<file path="config.mk">
export PLATFORM = sky130hd
export DESIGN_NAME = dsiq_buffer
export DESIGN_NICKNAME = d
export VERILOG_FILES = /design/src/source/dsiq_stream_pkg.sv /design/src/source/dsiq_status_pkg.sv /design/src/source/dsiq_byte_packer.sv /design/src/source/dsiq_word_store.sv /design/src/source/dsiq_flow_ctrl.sv /design/src/source/dsiq_buffer.sv
export VERILOG_INCLUDE_DIRS = /design/src /design/src/source
export SDC_FILE = /design/constraint.sdc
export NUM_CORES = 2
export LEC_CHECK = 0
export BUFFER_PORTS_ARGS = -buffer_cell sky130_fd_sc_hd__buf_4
export CORE_MARGIN = 5
export CORE_UTILIZATION = 49
export CTS_CLUSTER_SIZE = 8
export DETAILED_ROUTE_END_ITERATION = 12
export GPL_TIMING_DRIVEN = 0
export PLACE_DENSITY_LB_ADDON = 0.05
export SLEW_MARGIN = 30
export SYNTH_ARGS = -nofsm -noshare
export SYNTH_HDL_FRONTEND = slang
export SYNTH_SLANG_ARGS = --single-unit
</file>
<file path="constraint.sdc">
create_clock -name rd_clk -period 4.7 [get_ports rd_clk]
set_input_delay 0.94 -clock rd_clk [delete_from_list [all_inputs] [get_ports rd_clk]]
set_output_delay 0.94 -clock rd_clk [all_outputs]
set_load 0.02 [all_outputs]
</file>
<file path="src/source/dsiq_defines.svh">
`ifndef DSIQ_DEFINES_SVH
`define DSIQ_DEFINES_SVH

// store depth in 32-bit words
`define DSIQ_DEPTH 64

// word count holds 0..DSIQ_DEPTH
`define DSIQ_CNT_W 7

// push and pop hysteresis threshold
`define DSIQ_HALF 32

// count to 7-bit status level
`define DSIQ_LEVEL_SHIFT 0

`endif

</file>
<file path="src/source/dsiq_stream_pkg.sv">
package dsiq_stream_pkg;

  // one beat from the byte-wide write stream
  typedef struct packed {
    logic [7:0] data;
    logic       last;
  } byte_beat_t;

  // one packed IQ word, first byte of the group in the top lane
  typedef struct packed {
    logic [31:0] data;
  } word_beat_t;

  localparam int BYTE_BEAT_W = $bits(byte_beat_t);
  localparam int WORD_BEAT_W = $bits(word_beat_t);

endpackage

</file>
<file path="src/source/dsiq_status_pkg.sv">
`include "dsiq_defines.svh"

package dsiq_status_pkg;

  // store occupancy as seen from the control side
  typedef struct packed {
    logic [`DSIQ_CNT_W-1:0] count;
    logic                   full;
    logic                   empty;
  } fill_t;

  // sampled status word, recovery bit on top
  typedef struct packed {
    logic       recovery;
    logic [6:0] level;
  } status_t;

endpackage

</file>
<file path="src/source/dsiq_byte_packer.sv">
`timescale 1ns/1ps

module dsiq_byte_packer (
  input  logic                         rd_clk,
  input  logic                         rst,
  input  logic                         byte_take,
  input  dsiq_stream_pkg::byte_beat_t  byte_in,
  input  logic                         push_block,
  output logic                         word_push,
  output dsiq_stream_pkg::word_beat_t  word_out
);

  logic [1:0] lane;
  logic [7:0] held [0:2];
  logic       last_lane;

  assign last_lane = (lane == 2'd3);

  // lane counter wraps back to zero on the fourth byte
  always_ff @(posedge rd_clk) begin
    if (rst) begin
      lane <= 2'd0;
    end else if (byte_take) begin
      lane <= lane + 2'd1;
    end
  end

  // first three bytes of a group wait here
  always_ff @(posedge rd_clk) begin
    if (byte_take && !last_lane) begin
      held[lane] <= byte_in.data;
    end
  end

  // fourth byte joins combinationally, big-endian
  assign word_push     = byte_take && last_lane;
  assign word_out.data = {held[0], held[1], held[2], byte_in.data};

  // packets are whole words, so last only lands in lane three
  a_last_aligned: assert property (
    @(posedge rd_clk) disable iff (rst)
    (byte_take && byte_in.last) |-> last_lane
  ) else $error("wr_tlast accepted in lane %0d", lane);

  // push blocking may only start on a word boundary
  a_block_aligned: assert property (
    @(posedge rd_clk) disable iff (rst)
    push_block |-> (lane == 2'd0)
  ) else $error("push blocked with %0d bytes held", lane);

endmodule

</file>
<file path="src/source/dsiq_word_store.sv">
`timescale 1ns/1ps

`include "dsiq_defines.svh"

module dsiq_word_store (
  input  logic                         rd_clk,
  input  logic                         rst,
  input  logic                         word_push,
  input  dsiq_stream_pkg::word_beat_t  word_in,
  input  logic                         word_pop,
  output dsiq_stream_pkg::word_beat_t  head,
  output dsiq_status_pkg::fill_t       fill
);

  localparam int PTR_W = $clog2(`DSIQ_DEPTH);
  localparam int CNT_W = `DSIQ_CNT_W;
  localparam logic [CNT_W-1:0] FULL_CNT = CNT_W'(`DSIQ_DEPTH);

  dsiq_stream_pkg::word_beat_t mem [`DSIQ_DEPTH];

  logic [PTR_W-1:0] wr_ptr;
  logic [PTR_W-1:0] rd_ptr;
  logic [CNT_W-1:0] count;
  logic             full;
  logic             empty;

  assign full  = (count == FULL_CNT);
  assign empty = (count == '0);

  always_ff @(posedge rd_clk) begin
    if (word_push) begin
      mem[wr_ptr] <= word_in;
    end
  end

  // pointers wrap naturally at the power-of-two depth
  always_ff @(posedge rd_clk) begin
    if (rst) begin
      wr_ptr <= '0;
      rd_ptr <= '0;
    end else begin
      if (word_push) begin
        wr_ptr <= wr_ptr + 1'b1;
      end
      if (word_pop) begin
        rd_ptr <= rd_ptr + 1'b1;
      end
    end
  end

  always_ff @(posedge rd_clk) begin
    if (rst) begin
      count <= '0;
    end else begin
      case ({word_push, word_pop})
        2'b10:   count <= count + 1'b1;
        2'b01:   count <= count - 1'b1;
        default: count <= count;
      endcase
    end
  end

  // show-ahead head word
  assign head = mem[rd_ptr];

  assign fill = '{count: count, full: full, empty: empty};

  a_no_overflow: assert property (
    @(posedge rd_clk) disable iff (rst)
    word_push |-> !full
  ) else $error("word pushed into full store");

  a_no_underflow: assert property (
    @(posedge rd_clk) disable iff (rst)
    word_pop |-> !empty
  ) else $error("word popped from empty store");

endmodule

</file>
<file path="src/source/dsiq_flow_ctrl.sv">
`timescale 1ns/1ps

`include "dsiq_defines.svh"

module dsiq_flow_ctrl (
  input  logic                         rd_clk,
  input  logic                         rst,
  input  logic                         wr_tvalid,
  input  logic                         wr_tlast,
  output logic                         wr_tready,
  output logic                         byte_take,
  output logic                         push_block,
  input  dsiq_status_pkg::fill_t       fill,
  input  dsiq_stream_pkg::word_beat_t  head,
  input  logic                         rd_tready,
  output logic                         rd_tvalid,
  output logic [31:0]                  rd_tdata,
  output logic                         word_pop,
  input  logic                         rd_sample,
  output dsiq_status_pkg::status_t     rd_status
);

  localparam int CNT_W = `DSIQ_CNT_W;
  localparam logic [CNT_W-1:0] HALF_CNT = CNT_W'(`DSIQ_HALF);

  logic push_en;
  logic pop_en;
  logic live_flag;

  dsiq_status_pkg::status_t status_q;

  // once full, hold off writes until a packet ends at half or below
  always_ff @(posedge rd_clk) begin
    if (rst) begin
      push_en <= 1'b1;
    end else if (fill.full) begin
      push_en <= 1'b0;
    end else if (wr_tvalid && wr_tlast && (fill.count <= HALF_CNT)) begin
      push_en <= 1'b1;
    end
  end

  // once empty, hold off reads until half full again
  always_ff @(posedge rd_clk) begin
    if (rst) begin
      pop_en <= 1'b0;
    end else if (fill.empty) begin
      pop_en <= 1'b0;
    end else if (fill.count >= HALF_CNT) begin
      pop_en <= 1'b1;
    end
  end

  assign wr_tready  = push_en && !fill.full;
  assign byte_take  = wr_tvalid && wr_tready;
  // high on the cycle whose edge drops push_en
  assign push_block = push_en && fill.full;

  assign rd_tvalid = pop_en && !fill.empty;
  assign rd_tdata  = pop_en ? head.data : 32'h0;
  assign word_pop  = rd_tvalid && rd_tready;

  // reported flag describes the interval before the last sample
  always_ff @(posedge rd_clk) begin
    if (rst) begin
      live_flag <= 1'b0;
      status_q  <= '0;
    end else if (rd_sample) begin
      status_q.level    <= 7'(fill.count >> `DSIQ_LEVEL_SHIFT);
      status_q.recovery <= live_flag;
      live_flag         <= 1'b0;
    end else if (!push_en || !pop_en) begin
      live_flag <= 1'b1;
    end
  end

  assign rd_status = status_q;

  // the word count must agree that something is stored
  a_valid_not_empty: assert property (
    @(posedge rd_clk) disable iff (rst)
    rd_tvalid |-> (fill.count != '0)
  ) else $error("rd_tvalid high on empty store");

  // a stalled word stays offered and unchanged
  a_stall_holds: assert property (
    @(posedge rd_clk) disable iff (rst)
    (rd_tvalid && !rd_tready) |=> (rd_tvalid && $stable(rd_tdata))
  ) else $error("stalled read word changed");

endmodule

</file>
<file path="src/source/dsiq_buffer.sv">
`timescale 1ns/1ps

module dsiq_buffer (
  input  logic                      rd_clk,
  input  logic                      rst,
  input  logic [7:0]                wr_tdata,
  input  logic                      wr_tvalid,
  input  logic                      wr_tlast,
  output logic                      wr_tready,
  output logic [31:0]               rd_tdata,
  output logic                      rd_tvalid,
  input  logic                      rd_tready,
  input  logic                      rd_sample,
  output dsiq_status_pkg::status_t  rd_status
);

  dsiq_stream_pkg::byte_beat_t wr_beat;
  dsiq_stream_pkg::word_beat_t packed_word;
  dsiq_stream_pkg::word_beat_t head_word;
  dsiq_status_pkg::fill_t      fill;

  logic byte_take;
  logic push_block;
  logic word_push;
  logic word_pop;

  assign wr_beat = '{data: wr_tdata, last: wr_tlast};

  dsiq_byte_packer packer_i (
    .rd_clk     (rd_clk),
    .rst        (rst),
    .byte_take  (byte_take),
    .byte_in    (wr_beat),
    .push_block (push_block),
    .word_push  (word_push),
    .word_out   (packed_word)
  );

  dsiq_word_store store_i (
    .rd_clk    (rd_clk),
    .rst       (rst),
    .word_push (word_push),
    .word_in   (packed_word),
    .word_pop  (word_pop),
    .head      (head_word),
    .fill      (fill)
  );

  dsiq_flow_ctrl ctrl_i (
    .rd_clk     (rd_clk),
    .rst        (rst),
    .wr_tvalid  (wr_tvalid),
    .wr_tlast   (wr_tlast),
    .wr_tready  (wr_tready),
    .byte_take  (byte_take),
    .push_block (push_block),
    .fill       (fill),
    .head       (head_word),
    .rd_tready  (rd_tready),
    .rd_tvalid  (rd_tvalid),
    .rd_tdata   (rd_tdata),
    .word_pop   (word_pop),
    .rd_sample  (rd_sample),
    .rd_status  (rd_status)
  );

endmodule

</file>
==> impl_metrics.json <==
{
  "tightest_slew_ps": 1157,
  "place.gp.congestion": 0.8854,
  "violations": "setup timing",
  "yosysUniqueCellTypes": 63,
  "grt_setup_unrepaired": "yes",
  "clock_skew_ps": 65.03,
  "cts_sinks": 2110,
  "setup_tns_ps": -375.5,
  "die_x_um": 416.6,
  "drive_gt1_share_pct": 38.73,
  "dieArea_um2": 173500,
  "clk_latency_ps": 940,
  "min_path_cells": 3,
  "finalMaxSlewViolations": 0,
  "max_slew_margin_pct": 22.87,
  "async_flop_share_pct": 0,
  "crit_type": "reg -> out",
  "crit_slowest_cell": "mux4_2",
  "yosysWarnings": 0,
  "seq_area_um2": 62990,
  "r2r_cells": 13,
  "leakagePower_nw": 31.98,
  "crit_family": "buffers and inverters",
  "routedWlPerCell_um": 46.62,
  "dp.cells": 6093,
  "synth-edff-count": 2072,
  "fin_nets": 4324,
  "hold_path_end": "packer_i.lane[1]",
  "initial_core_util_pct": 49.20,
  "grt_pass1_vias": 44840,
  "synth_seq_area_share_pct": 77.76,
  "worst_path_most_repeated_cell": "buf_12",
  "grt_overflow": 0,
  "multiInputGateArea_um2": 18510,
  "postCtsHoldBufs": 0,
  "grt_max_degree": 68,
  "grt_use_total_pct": 34.94,
  "path_clk_slew_ps": 50,
  "required_ps": 3760,
  "mostFrequentLayoutCell": "edfxtp_1",
  "antenna_found_initial": 10,
  "fillCellCount": 11000,
  "p_per_area_nw_per_um2": 397.1,
  "antenna_left": 0,
  "ys_top_cells_by_area": "edfxtp_1 77%, mux4_2 15%, mux2i_1 1.2%, dfxtp_1 0.94%, nor2_1 0.59%",
  "critical_path_arrival_ps": 3880,
  "h-tree-depth": 5,
  "rows": 149,
  "syn_to_final_growth_pct": 26.13,
  "ir_drop_mv": 0.4179,
  "cap_violations": 0,
  "syn_nets": 3613,
  "avgSynthCellArea_um2": 22.56,
  "synth-seq-cells": 2110,
  "route.vias.total": 45620,
  "crit_buf_inv": 5,
  "finalSetupViolations": 8,
  "pin_count": 56,
  "rr_startpoint": "store_i.count[1]",
  "drt_iter0_markers": 8222,
  "r2r_slack_ps": 560,
  "fin_cells": 6522,
  "port-buffer-count": 53,
  "fmax_ghz": 0.2075,
  "holdCritStartpoint": "wr_tvalid",
  "ys.flop_type": "edfxtp_1",
  "post-route-period-util_pct": 102.5,
  "worstPathMaxFanout": 9,
  "syn_area_um2": 81000,
  "synth_top_area_cell": "edfxtp_1",
  "slowest_delay_ps": 530,
  "hp-class": "in -> reg",
  "fp.dieH_um": 416.6,
  "vias_per_cell": 6.994,
  "rr_endpoint": "store_i.count[6]",
  "synthCells": 3590,
  "clk_path_buf_depth": 4,
  "synth_top_area_share_pct": 76.82,
  "cts_tree": "yes",
  "hold_violations": 0,
  "wl_um": 304100,
  "grt_pass1_wl_um": 401400,
  "setup_ws_ps": -119.7,
  "endpoint_kind": "primary output",
  "status": "finished, violations left",
  "detailed_place_hpwl_um": 210000,
  "core_um2": 164600,
  "firstDrtPassIters": 8,
  "path_cells": "buf_12, buf_6, buf_12, buf_16, mux4_2, mux2i_4, nor2_2, a2111oi_4, a21oi_2, buf_4",
  "min_period_ps": 4820,
  "drcViolationCount": 0,
  "cts_made_buffers": 313,
  "clock-root-buffer": "clkbuf_16",
  "final_cell_mix": "2072 x edfxtp_1, 526 x mux4_2, 317 x clkbuf_16",
  "startpoint_type": "register"
}
-- sequential cells by signal, summed over array words and instances (netlist names), named ones only --
name              flops
packer_i.lane         2
packer_i.held        24
ctrl_i.rd_status      8
ctrl_i.push_en        1
store_i.mem        2048
store_i.wr_ptr        6
ctrl_i.pop_en         1
store_i.rd_ptr        6
ctrl_i.live_flag      1
store_i.count         7
-- per-stage QoR --
step | hold WS, ps | power, mW | util [%] | area, um2 | setup slack (ps)
2_1_floorplan | 464.8 | 21.17 | - | 81000 | 1122
3_3_place_gp | 486.8 | 21.36 | 51.11 | 84130 | -2879
3_5_place_dp | 486.4 | 21.45 | 55.14 | 90770 | -976.0
4_1_cts | 291.3 | 40.62 | 61.69 | 101600 | -82.01
5_1_grt | 335.9 | 41.48 | 62.05 | 102200 | -49.82
6_report | 343.0 | 40.56 | 62.06 | 102200 | -119.7
-- per-layer routing --
| metal | vias to the layer above | global-route usage [%] | wire (um) | share of wire [%] |
|---|---|---|---|---|
| met1 | 24300 | 46.88 | 107600 | 35 |
| met3 | 853 | 10.01 | 39170 | 13 |
| met2 | 3900 | 52.16 | 136600 | 45 |
| met4 | 2 | 19.13 | 20690 | 6.8 |
| met5 | - | 0 | 11 | 0.0036 |
| li1 | 16560 | - | - | - |
-- worst max-delay path by stage --
| stage | start | to | slack [ps] | depth (start not counted) |
|---|---|---|---|---|
| floorplan | wr_tvalid | store_i.mem[54][0] | 1120 | 5 |
| global placement | wr_tvalid | store_i.mem[35][26] | -2880 | 6 |
| detailed placement | register | rd_tdata[16] | -980 | 9 |
| CTS | register | rd_tdata[16] | -80 | 10 |
| global route | register | rd_tdata[20] | -50 | 10 |
| finish | register | rd_tdata[20] | -120 | 10 |
-- worst min-delay path: stages --
cell and delay, ps:
buf_4 130, nand3_1 70, a21oi_1 60
-- area by class of cell --
cell class                      count  share of cell area [%]
Sequential cell                  2110                   61.66
Clock inverter                      8                 0.08329
Inverter                            7                 0.03062
Timing Repair Buffer              399                   7.148
Tap cell                         2189                   2.681
Multi-Input combinational cell   1273                   18.12
Clock buffer                      336                   7.835
Buffer                            197                   2.441
Antenna cell                        3                0.007349
-- cell usage after synthesis, types with 18 or more instances --
cell and number:
o21ai_0 29, clkbuf_1 72, a22o_1 22, a211oi_1 50, mux2_2 29, a21oi_1 65
mux4_2 526, buf_1 18, a221oi_1 24, dfxtp_1 38, buf_6 19, mux2i_1 101
nor2b_1 42, edfxtp_1 2072, nor2_1 128, buf_4 28, buf_2 60, nand2_1 65
a22oi_1 32
-- report_power, final --
group / total (mW) / switching, mW / internal (mW) / leakage [nW]
combinational: 0.381 / 0.302 / 0.0792 / 9.08
clock: 19.5 / 7.63 / 11.8 / 3.97
sequential: 20.7 / 0.0434 / 20.7 / 18.9
-- kinds of logic (layout without fill, tap and decap cells) --
family,Yosys count,after routing,synth area share (%)
adder cells (fa/ha/maj),9,9,0.1390
multiplexers,656,656,16.28
other,0,3,0
buffers and inverters,207,947,1.418
AO/OA/AOI/OAI,280,280,2.425
XOR/XNOR,18,18,0.1946
flip-flops,2110,2110,77.76
AND/OR/NAND/NOR,310,310,1.789
-- repair_timing --
action | 4_1_cts | 5_1_grt
endpoints found under the setup margin | 32 | 29
gates resized for setup | 521 | 43
cloned | 1 | 0
pin swaps | 20 | 9
buffers inserted | 36 | 48
Power figures use the tool's default switching activity.
